==> config.mk <==
export PLATFORM = sky130hd
export DESIGN_NAME = lcd_note_display
export DESIGN_NICKNAME = d
export VERILOG_FILES = /design/src/source/lcd_note_pkg.sv /design/src/source/pixel_if.sv /design/src/source/lcd_note_display.sv /design/src/source/bar_renderer.sv /design/src/source/note_table.sv /design/src/source/lcd_timing_gen.sv
export SDC_FILE = /design/constraint.sdc
export NUM_CORES = 1
export LEC_CHECK = 0
export BUFFER_PORTS_ARGS = -buffer_cell sky130_fd_sc_hd__buf_2
export CAP_MARGIN = 20
export CORE_ASPECT_RATIO = 0.9
export CORE_MARGIN = 3
export CORE_UTILIZATION = 55
export CTS_CLUSTER_DIAMETER = 50
export DETAILED_ROUTE_END_ITERATION = 12
export GPL_ROUTABILITY_DRIVEN = 0
export PLACE_DENSITY = 0.68
export SLEW_MARGIN = 20
export SYNTH_ARGS = -nofsm -noshare
export SYNTH_HDL_FRONTEND = slang
export SYNTH_HIERARCHICAL = 1
export SYNTH_SLANG_ARGS = --single-unit
==> constraint.sdc <==
create_clock -name clk -period 4.7 [get_ports clk]
set_clock_uncertainty 0.1 [all_clocks]
set_input_delay 0.47 -clock clk [delete_from_list [all_inputs] [get_ports clk]]
set_output_delay 0.47 -clock clk [all_outputs]
set_load 0.005 [all_outputs]
==> src/source/lcd_note_pkg.sv <==
`default_nettype none

package lcd_note_pkg;

	// pixel coordinate, wide enough for 720p totals
	typedef logic [11:0] coord_t;

	typedef enum logic
	{
		lane_upper = 1'b0,
		lane_lower = 1'b1
	} note_lane_e;

	typedef enum logic
	{
		color_black = 1'b0,
		color_red   = 1'b1
	} note_color_e;

	// lane and color sit on top, same order as the old 26-bit note word
	typedef struct packed
	{
		note_lane_e  lane;
		note_color_e color;
		coord_t      x_left;   // exclusive
		coord_t      x_right;  // exclusive
	} note_entry_t;

	localparam int NOTE_COUNT = 16;

	typedef logic [3:0] note_index_t;

	// whole table as one flat vector, 416 bits
	typedef note_entry_t [NOTE_COUNT-1:0] note_table_t;

	typedef logic [23:0] rgb_t;  // r in [23:16], g in [15:8], b in [7:0]

	localparam rgb_t RGB_WHITE = 24'hff_ff_ff;
	localparam rgb_t RGB_BLACK = 24'h00_00_00;
	localparam rgb_t RGB_RED   = 24'hff_00_00;

endpackage

`default_nettype wire
==> src/source/pixel_if.sv <==
`default_nettype none

// raster position and sync, timing generator to renderer
interface pixel_if;
	import lcd_note_pkg::*;

	logic   de;     // inside active area
	logic   hsync;  // active high
	logic   vsync;  // active high
	coord_t x;
	coord_t y;

	modport source
	(
		output de,
		output hsync,
		output vsync,
		output x,
		output y
	);

	modport sink
	(
		input de,
		input hsync,
		input vsync,
		input x,
		input y
	);

endinterface

`default_nettype wire

==> src/source/lcd_note_display.sv <==
`default_nettype none

module lcd_note_display
#(
	parameter integer H_ACTIVE = 1280,
	parameter integer H_FRONT  = 110,
	parameter integer H_SYNC   = 40,
	parameter integer H_BACK   = 220,
	parameter integer V_ACTIVE = 720,
	parameter integer V_FRONT  = 5,
	parameter integer V_SYNC   = 5,
	parameter integer V_BACK   = 20
)
(
	input  logic        clk,
	input  logic        rst_n,
	input  logic        note_valid,
	output logic        note_ready,
	input  logic [3:0]  note_index,
	input  logic        note_lane,   // 0 upper, 1 lower
	input  logic        note_color,  // 0 black, 1 red
	input  logic [11:0] note_x_left,
	input  logic [11:0] note_x_right,
	output logic        hsync,
	output logic        vsync,
	output logic        de,
	output logic [23:0] rgb
);
	import lcd_note_pkg::*;

	logic        vblank;
	note_entry_t note_entry;
	note_table_t notes;

	pixel_if pix ();

	assign note_entry = '{
		lane:    note_lane_e'(note_lane),
		color:   note_color_e'(note_color),
		x_left:  note_x_left,
		x_right: note_x_right
	};

	lcd_timing_gen
	#(
		.H_ACTIVE (H_ACTIVE),
		.H_FRONT  (H_FRONT),
		.H_SYNC   (H_SYNC),
		.H_BACK   (H_BACK),
		.V_ACTIVE (V_ACTIVE),
		.V_FRONT  (V_FRONT),
		.V_SYNC   (V_SYNC),
		.V_BACK   (V_BACK)
	)
	lcd_timing_gen_i
	(
		.clk    (clk),
		.rst_n  (rst_n),
		.pix    (pix),
		.vblank (vblank)
	);

	note_table note_table_i
	(
		.clk        (clk),
		.rst_n      (rst_n),
		.vblank     (vblank),
		.note_valid (note_valid),
		.note_ready (note_ready),
		.note_index (note_index),
		.note_entry (note_entry),
		.notes      (notes)
	);

	bar_renderer
	#(
		.V_ACTIVE (V_ACTIVE)
	)
	bar_renderer_i
	(
		.clk   (clk),
		.rst_n (rst_n),
		.pix   (pix),
		.notes (notes),
		.rgb   (rgb),
		.de    (de),
		.hsync (hsync),
		.vsync (vsync)
	);

endmodule

`default_nettype wire

==> src/source/bar_renderer.sv <==
`default_nettype none

module bar_renderer
#(
	parameter integer V_ACTIVE = 720
)
(
	input  logic                      clk,
	input  logic                      rst_n,
	pixel_if.sink                     pix,
	input  lcd_note_pkg::note_table_t notes,
	output lcd_note_pkg::rgb_t        rgb,
	output logic                      de,
	output logic                      hsync,
	output logic                      vsync
);
	import lcd_note_pkg::*;

	// band edges, all exclusive
	localparam coord_t BAND_TOP = coord_t'(V_ACTIVE / 4);
	localparam coord_t BAND_MID = coord_t'(V_ACTIVE / 2);
	localparam coord_t BAND_BOT = coord_t'((3 * V_ACTIVE) / 4);

	logic                  in_upper;
	logic                  in_lower;
	logic [NOTE_COUNT-1:0] in_span;
	logic [NOTE_COUNT-1:0] in_band;
	logic [NOTE_COUNT-1:0] black_hit_c;
	logic [NOTE_COUNT-1:0] red_hit_c;

	logic [NOTE_COUNT-1:0] black_hit_q;  // stage 1
	logic [NOTE_COUNT-1:0] red_hit_q;
	logic                  de_q;
	logic                  hsync_q;
	logic                  vsync_q;

	rgb_t                  rgb_c;

	assign in_upper = (pix.y > BAND_TOP) && (pix.y < BAND_MID);
	assign in_lower = (pix.y > BAND_MID) && (pix.y < BAND_BOT);

	// per-entry coverage test, split by color
	always_comb
	begin
		for (int i = 0; i < NOTE_COUNT; i++)
		begin
			in_span[i] = (pix.x > notes[i].x_left) && (pix.x < notes[i].x_right);
			in_band[i] = (notes[i].lane == lane_upper) ? in_upper : in_lower;
			black_hit_c[i] = in_span[i] && in_band[i] &&
			                 (notes[i].color == color_black);
			red_hit_c[i] = in_span[i] && in_band[i] &&
			               (notes[i].color == color_red);
		end
	end

	// stage 1: hit vectors with sync alongside
	always_ff @(posedge clk or negedge rst_n)
	begin
		if (!rst_n)
		begin
			black_hit_q <= '0;
			red_hit_q   <= '0;
			de_q        <= 1'b0;
			hsync_q     <= 1'b0;
			vsync_q     <= 1'b0;
		end
		else
		begin
			black_hit_q <= black_hit_c;
			red_hit_q   <= red_hit_c;
			de_q        <= pix.de;
			hsync_q     <= pix.hsync;
			vsync_q     <= pix.vsync;
		end
	end

	// black beats red, white is background
	always_comb
	begin
		if (!de_q)
			rgb_c = '0;  // blank outside active video
		else if (|black_hit_q)
			rgb_c = RGB_BLACK;
		else if (|red_hit_q)
			rgb_c = RGB_RED;
		else
			rgb_c = RGB_WHITE;
	end

	// stage 2: color and the twice-delayed sync
	always_ff @(posedge clk or negedge rst_n)
	begin
		if (!rst_n)
		begin
			rgb   <= '0;
			de    <= 1'b0;
			hsync <= 1'b0;
			vsync <= 1'b0;
		end
		else
		begin
			rgb   <= rgb_c;
			de    <= de_q;
			hsync <= hsync_q;
			vsync <= vsync_q;
		end
	end

	a_rgb_blank: assert property (
		@(posedge clk) disable iff (!rst_n)
		!de |-> (rgb == '0)
	);

endmodule

`default_nettype wire

==> src/source/note_table.sv <==
`default_nettype none

module note_table
(
	input  logic                      clk,
	input  logic                      rst_n,
	input  logic                      vblank,
	input  logic                      note_valid,
	output logic                      note_ready,
	input  lcd_note_pkg::note_index_t note_index,
	input  lcd_note_pkg::note_entry_t note_entry,
	output lcd_note_pkg::note_table_t notes
);
	import lcd_note_pkg::*;

	logic wr_fire;

	// writes only land between frames
	assign note_ready = vblank;
	assign wr_fire    = note_valid && note_ready;

	// cleared entries have x_left == x_right, so they cover nothing
	always_ff @(posedge clk or negedge rst_n)
	begin
		if (!rst_n)
		begin
			notes <= '0;
		end
		else if (wr_fire)
		begin
			notes[note_index] <= note_entry;
		end
	end

	// a frame must never show a half-updated table
	a_write_in_vblank: assert property (
		@(posedge clk) disable iff (!rst_n)
		!vblank |=> $stable(notes)
	);

	// sender keeps the request steady under back-pressure
	a_valid_held: assert property (
		@(posedge clk) disable iff (!rst_n)
		(note_valid && !note_ready) |=>
			(note_valid && $stable(note_index) && $stable(note_entry))
	);

endmodule

`default_nettype wire

==> src/source/lcd_timing_gen.sv <==
`default_nettype none

module lcd_timing_gen
#(
	parameter integer H_ACTIVE = 1280,
	parameter integer H_FRONT  = 110,
	parameter integer H_SYNC   = 40,
	parameter integer H_BACK   = 220,
	parameter integer V_ACTIVE = 720,
	parameter integer V_FRONT  = 5,
	parameter integer V_SYNC   = 5,
	parameter integer V_BACK   = 20
)
(
	input  logic    clk,
	input  logic    rst_n,
	pixel_if.source pix,
	output logic    vblank
);
	import lcd_note_pkg::*;

	localparam integer H_TOTAL      = H_ACTIVE + H_FRONT + H_SYNC + H_BACK;
	localparam integer V_TOTAL      = V_ACTIVE + V_FRONT + V_SYNC + V_BACK;
	localparam integer H_SYNC_START = H_ACTIVE + H_FRONT;
	localparam integer V_SYNC_START = V_ACTIVE + V_FRONT;

	coord_t h_cnt;
	coord_t v_cnt;
	logic   h_last;  // last clock of a line
	logic   v_last;  // last line of a frame
	logic   h_active;
	logic   v_active;

	assign h_last = (h_cnt == coord_t'(H_TOTAL - 1));
	assign v_last = (v_cnt == coord_t'(V_TOTAL - 1));

	// one pixel per clock, line counter steps at end of line
	always_ff @(posedge clk or negedge rst_n)
	begin
		if (!rst_n)
		begin
			h_cnt <= '0;
			v_cnt <= '0;
		end
		else if (h_last)
		begin
			h_cnt <= '0;
			if (v_last)
				v_cnt <= '0;
			else
				v_cnt <= v_cnt + 1'b1;
		end
		else
		begin
			h_cnt <= h_cnt + 1'b1;
		end
	end

	assign h_active = (h_cnt < coord_t'(H_ACTIVE));
	assign v_active = (v_cnt < coord_t'(V_ACTIVE));

	assign pix.de    = h_active && v_active;
	assign pix.hsync = (h_cnt >= coord_t'(H_SYNC_START)) &&
	                   (h_cnt < coord_t'(H_SYNC_START + H_SYNC));
	assign pix.vsync = (v_cnt >= coord_t'(V_SYNC_START)) &&
	                   (v_cnt < coord_t'(V_SYNC_START + V_SYNC));
	assign pix.x     = h_cnt;  // only meaningful while de
	assign pix.y     = v_cnt;

	assign vblank = !v_active;  // note table may change now

	// the table updates in vblank, so active video must never overlap it
	a_de_outside_vblank: assert property (
		@(posedge clk) disable iff (!rst_n)
		!(pix.de && vblank)
	);

endmodule

`default_nettype wire

==> impl_metrics.env <==
export IMPL_grt_max_degree=96
export IMPL_grt_antenna_before_repair=0
export IMPL_rsz0062_at_grt="false"
export IMPL_path_common_cell="a211oi_1"
export IMPL_min_path_type="flip-flop to flip-flop"
export IMPL_num_vias=19600
export IMPL_seq_power_share_pct=47.9
export IMPL_start_util_pct=56.4
export IMPL_core_area_um2=49800
export IMPL_ioPinCount=61
export IMPL_finalCriticalPeriod_ns=3.22
export IMPL_vdd_drop_max_mv=0.325
export IMPL_maxSlewViolCount=0
export IMPL_die_w_um=244
export IMPL_cts_tree="yes"
export IMPL_critPathSlowestCell="dfrtp_2"
export IMPL_setup_violations=0
export IMPL_avgRoutedWirePerCell_um=23.1
export IMPL_post_dp_cell_area_um2=29100
export IMPL_area_growth_synth_to_final_pct=10.1
export IMPL_cp_max_fo=22
export IMPL_pwr_share_clk_pct=49.7
export IMPL_swShare_pct=22.5
export IMPL_final_cell_mix="dfrtp_1 (469), mux2_2 (413), inv_1 (385)"
export IMPL_p_leak_nw=15.1
export IMPL_wirelength_um=75000
export IMPL_overflow=0
export IMPL_die_h_um=220
export IMPL_syn_num_nets=2871
export IMPL_drive_gt1_share_pct=26.0
export IMPL_p_comb_share_pct=2.5
export IMPL_avgSynthCellArea_um2=11.4
export IMPL_drt_iter0_drc=1382
export IMPL_finalHoldViolations=0
export IMPL_crit_required_ns=5.12
export IMPL_path_cells="buf_4 -> ha_1 -> a211oi_1 -> nor2_1 -> a211oi_1 -> o211ai_1 -> nor3_1"
export IMPL_rows=77
export IMPL_ctsHtreeMaxLevel=2
export IMPL_netlist_instances=2465
export IMPL_critPathCaptureType="flip-flop"
export IMPL_maxSlewHeadroom_pct=32.4
export IMPL_cap_viol_max_count=0
export IMPL_dieArea_um2=53900
export IMPL_ys_ff_latch=480
export IMPL_critPathArrivalTime_ns=3.63
export IMPL_clk_pin_slew_ns=0.06
export IMPL_setup_tns_final_ns=0
export IMPL_place_hpwl_um=48600
export IMPL_clock_sinks=480
export IMPL_power_density_nw_per_um2=279
export IMPL_yosys_warnings=6
export IMPL_synth_main_ff_cell="dfrtp_1"
export IMPL_clockRootBuffer="clkbuf_16"
export IMPL_fin_area_um2=30900
export IMPL_start_kind="flip-flop"
export IMPL_numCtsBuffers=54
export IMPL_yosysSeqAreaShare_pct=42.7
export IMPL_status="finished clean"
export IMPL_nFillCells=3969
export IMPL_num_antenna_cells=0
export IMPL_cpPeakStageDelay_ns=0.84
export IMPL_layout_commonest_cell="dfrtp_1"
export IMPL_syn_area_um2=28100
export IMPL_fmax_ghz=0.311
export IMPL_internal_power_w=0.00669
export IMPL_grt_usage_pct=28.3
export IMPL_grt_pass1_vias=20200
export IMPL_post_cts_buffers=0
export IMPL_remaining_drc_errors=0
export IMPL_ys_async_sr_fraction_pct=100
export IMPL_worst_pin_slew_ns=1.01
export IMPL_synth_edf_count=0
export IMPL_grt_pass1_wl_um=116000
export IMPL_nets=2940
export IMPL_dr_pass1_iters=7
export IMPL_port_buffers=60
export IMPL_routed_via_density=6.04
export IMPL_period_share_pct=68.4
export IMPL_p_sw_w=0.00194
export IMPL_clock_latency_ns=0.61
export IMPL_detail_route_antenna_nets=0
export IMPL_clock_path_buffers=3
export IMPL_synth_cell_types=64
export IMPL_worstSetupPathType="flip-flop to flip-flop"
==> cell families after synthesis <==
| logic type | count (synthesis) | synth area share, % |
|---|---|---|
| fa+ha+maj | 373 | 16.6 |
| flops | 480 | 42.7 |
| xor+xnor | 10 | 0.312 |
| buf+inv | 482 | 7.20 |
| mux | 418 | 16.8 |
| simple gates | 381 | 8.39 |
| compound gates | 321 | 8.00 |
==> state kept, by name, indices dropped and copies added, names as in the netlist <==
name,cells
lcd_timing_gen_i/pix.x,12
bar_renderer_i/rgb,2
lcd_timing_gen_i/pix.y,12
bar_renderer_i/hsync_q,1
bar_renderer_i/red_hit_q,16
bar_renderer_i/de,1
bar_renderer_i/vsync,1
bar_renderer_i/hsync,1
bar_renderer_i/de_q,1
bar_renderer_i/black_hit_q,16
bar_renderer_i/vsync_q,1
note_table_i/notes,416
==> metrics by stage <==
step / std cells / setup WS, ns / hold slack, ns / util [%] / power, W
3_3_place_gp: 3148 / 1.62 / 0.238 / 58.5 / 0.00442
2_1_floorplan: 2465 / 1.92 / 0.0744 / - / 0.00424
3_5_place_dp: 3148 / 1.63 / 0.236 / 58.5 / 0.00442
4_1_cts: 3249 / 1.60 / 0.251 / 62.1 / 0.00871
6_report: 3249 / 1.48 / 0.256 / 62.1 / 0.00863
5_1_grt: 3249 / 1.48 / 0.267 / 62.1 / 0.00889
==> per-layer routing <==
metal / track usage [%] / share of wire [%]
met4: 10.9 / 3.8
met3: 5.13 / 7.1
met5: 0 / 0
met1: 38.1 / 43
met2: 45.9 / 46
==> power by group through the flow <==
stage | registers, W | clock network, W | logic, W
floorplan | 0.00421 | 0 | 0.0000288
global placement | 0.00421 | 0 | 0.000214
detailed placement | 0.00421 | 0 | 0.000216
CTS | 0.00413 | 0.00436 | 0.000218
global route | 0.00413 | 0.00453 | 0.000231
finish | 0.00413 | 0.00429 | 0.000212
==> worst paths after layout <==
path | startpoint | depth (start not counted) | to | slack [ns]
worst max-delay path | lcd_timing_gen_i/pix.x[5]$_DFF_PN0_ | 7 | bar_renderer_i/black_hit_q[9]$_DFF_PN0_ | 1.48
worst min-delay path | bar_renderer_i/hsync_q$_DFF_PN0_ | 0 | bar_renderer_i/hsync$_DFF_PN0_ | 0.26
worst max register to register | lcd_timing_gen_i/pix.x[5]$_DFF_PN0_ | 7 | bar_renderer_i/black_hit_q[9]$_DFF_PN0_ | 1.48
worst min register to register | bar_renderer_i/hsync_q$_DFF_PN0_ | 0 | bar_renderer_i/hsync$_DFF_PN0_ | 0.26
max in group asynchronous | rst_n | 3 | note_table_i/notes[401]$_DFFE_PN0P_ | 2.99
min in group asynchronous | rst_n | 2 | note_table_i/notes[300]$_DFFE_PN0P_ | 0.43
==> worst max-delay path: cells and delay by family (launching register included) <==
kind / cells / cell delay [ns]
AO/OA/AOI/OAI: 3 / 1.12
flip-flops: 1 / 0.84
buffers and inverters: 1 / 0.43
AND/OR/NAND/NOR: 2 / 0.32
adder cells (fa/ha/maj): 1 / 0.31
==> area by class of cell <==
type / instances / area, um^2 / share of cell area, %
repair buffers: 110 / 738 / 2.39
well taps: 671 / 840 / 2.71
multi-input cells: 1503 / 14100 / 45.5
clock buffers: 81 / 1610 / 5.19
flip-flops and latches: 480 / 12000 / 38.9
clock inverters: 19 / 200 / 0.647
inverters: 385 / 1450 / 4.67
==> what timing repair did <==
item	CTS	global route
resized for setup	0	0
endpoints found under the setup margin	0	0
endpoints found under the hold margin	83	0
hold buffers	1	0
==> synthesized netlist by cell type (all sizes together) (20+ instances only) <==
master,number,area (um^2)
dfrtp,480,12000
ha,373,4670
nor3,58,300
buf,63,452
inv,385,1450
a211oi,38,285
nand3,43,215
nor2,52,218
a21oi,83,415
nand4,88,551
nor2b,20,125
o21ai,29,145
nor4,24,263
clkbuf,34,128
mux2,416,4700
nand2,27,104
a21o,79,593
Note: power is estimated with default switching activity, not from simulation.
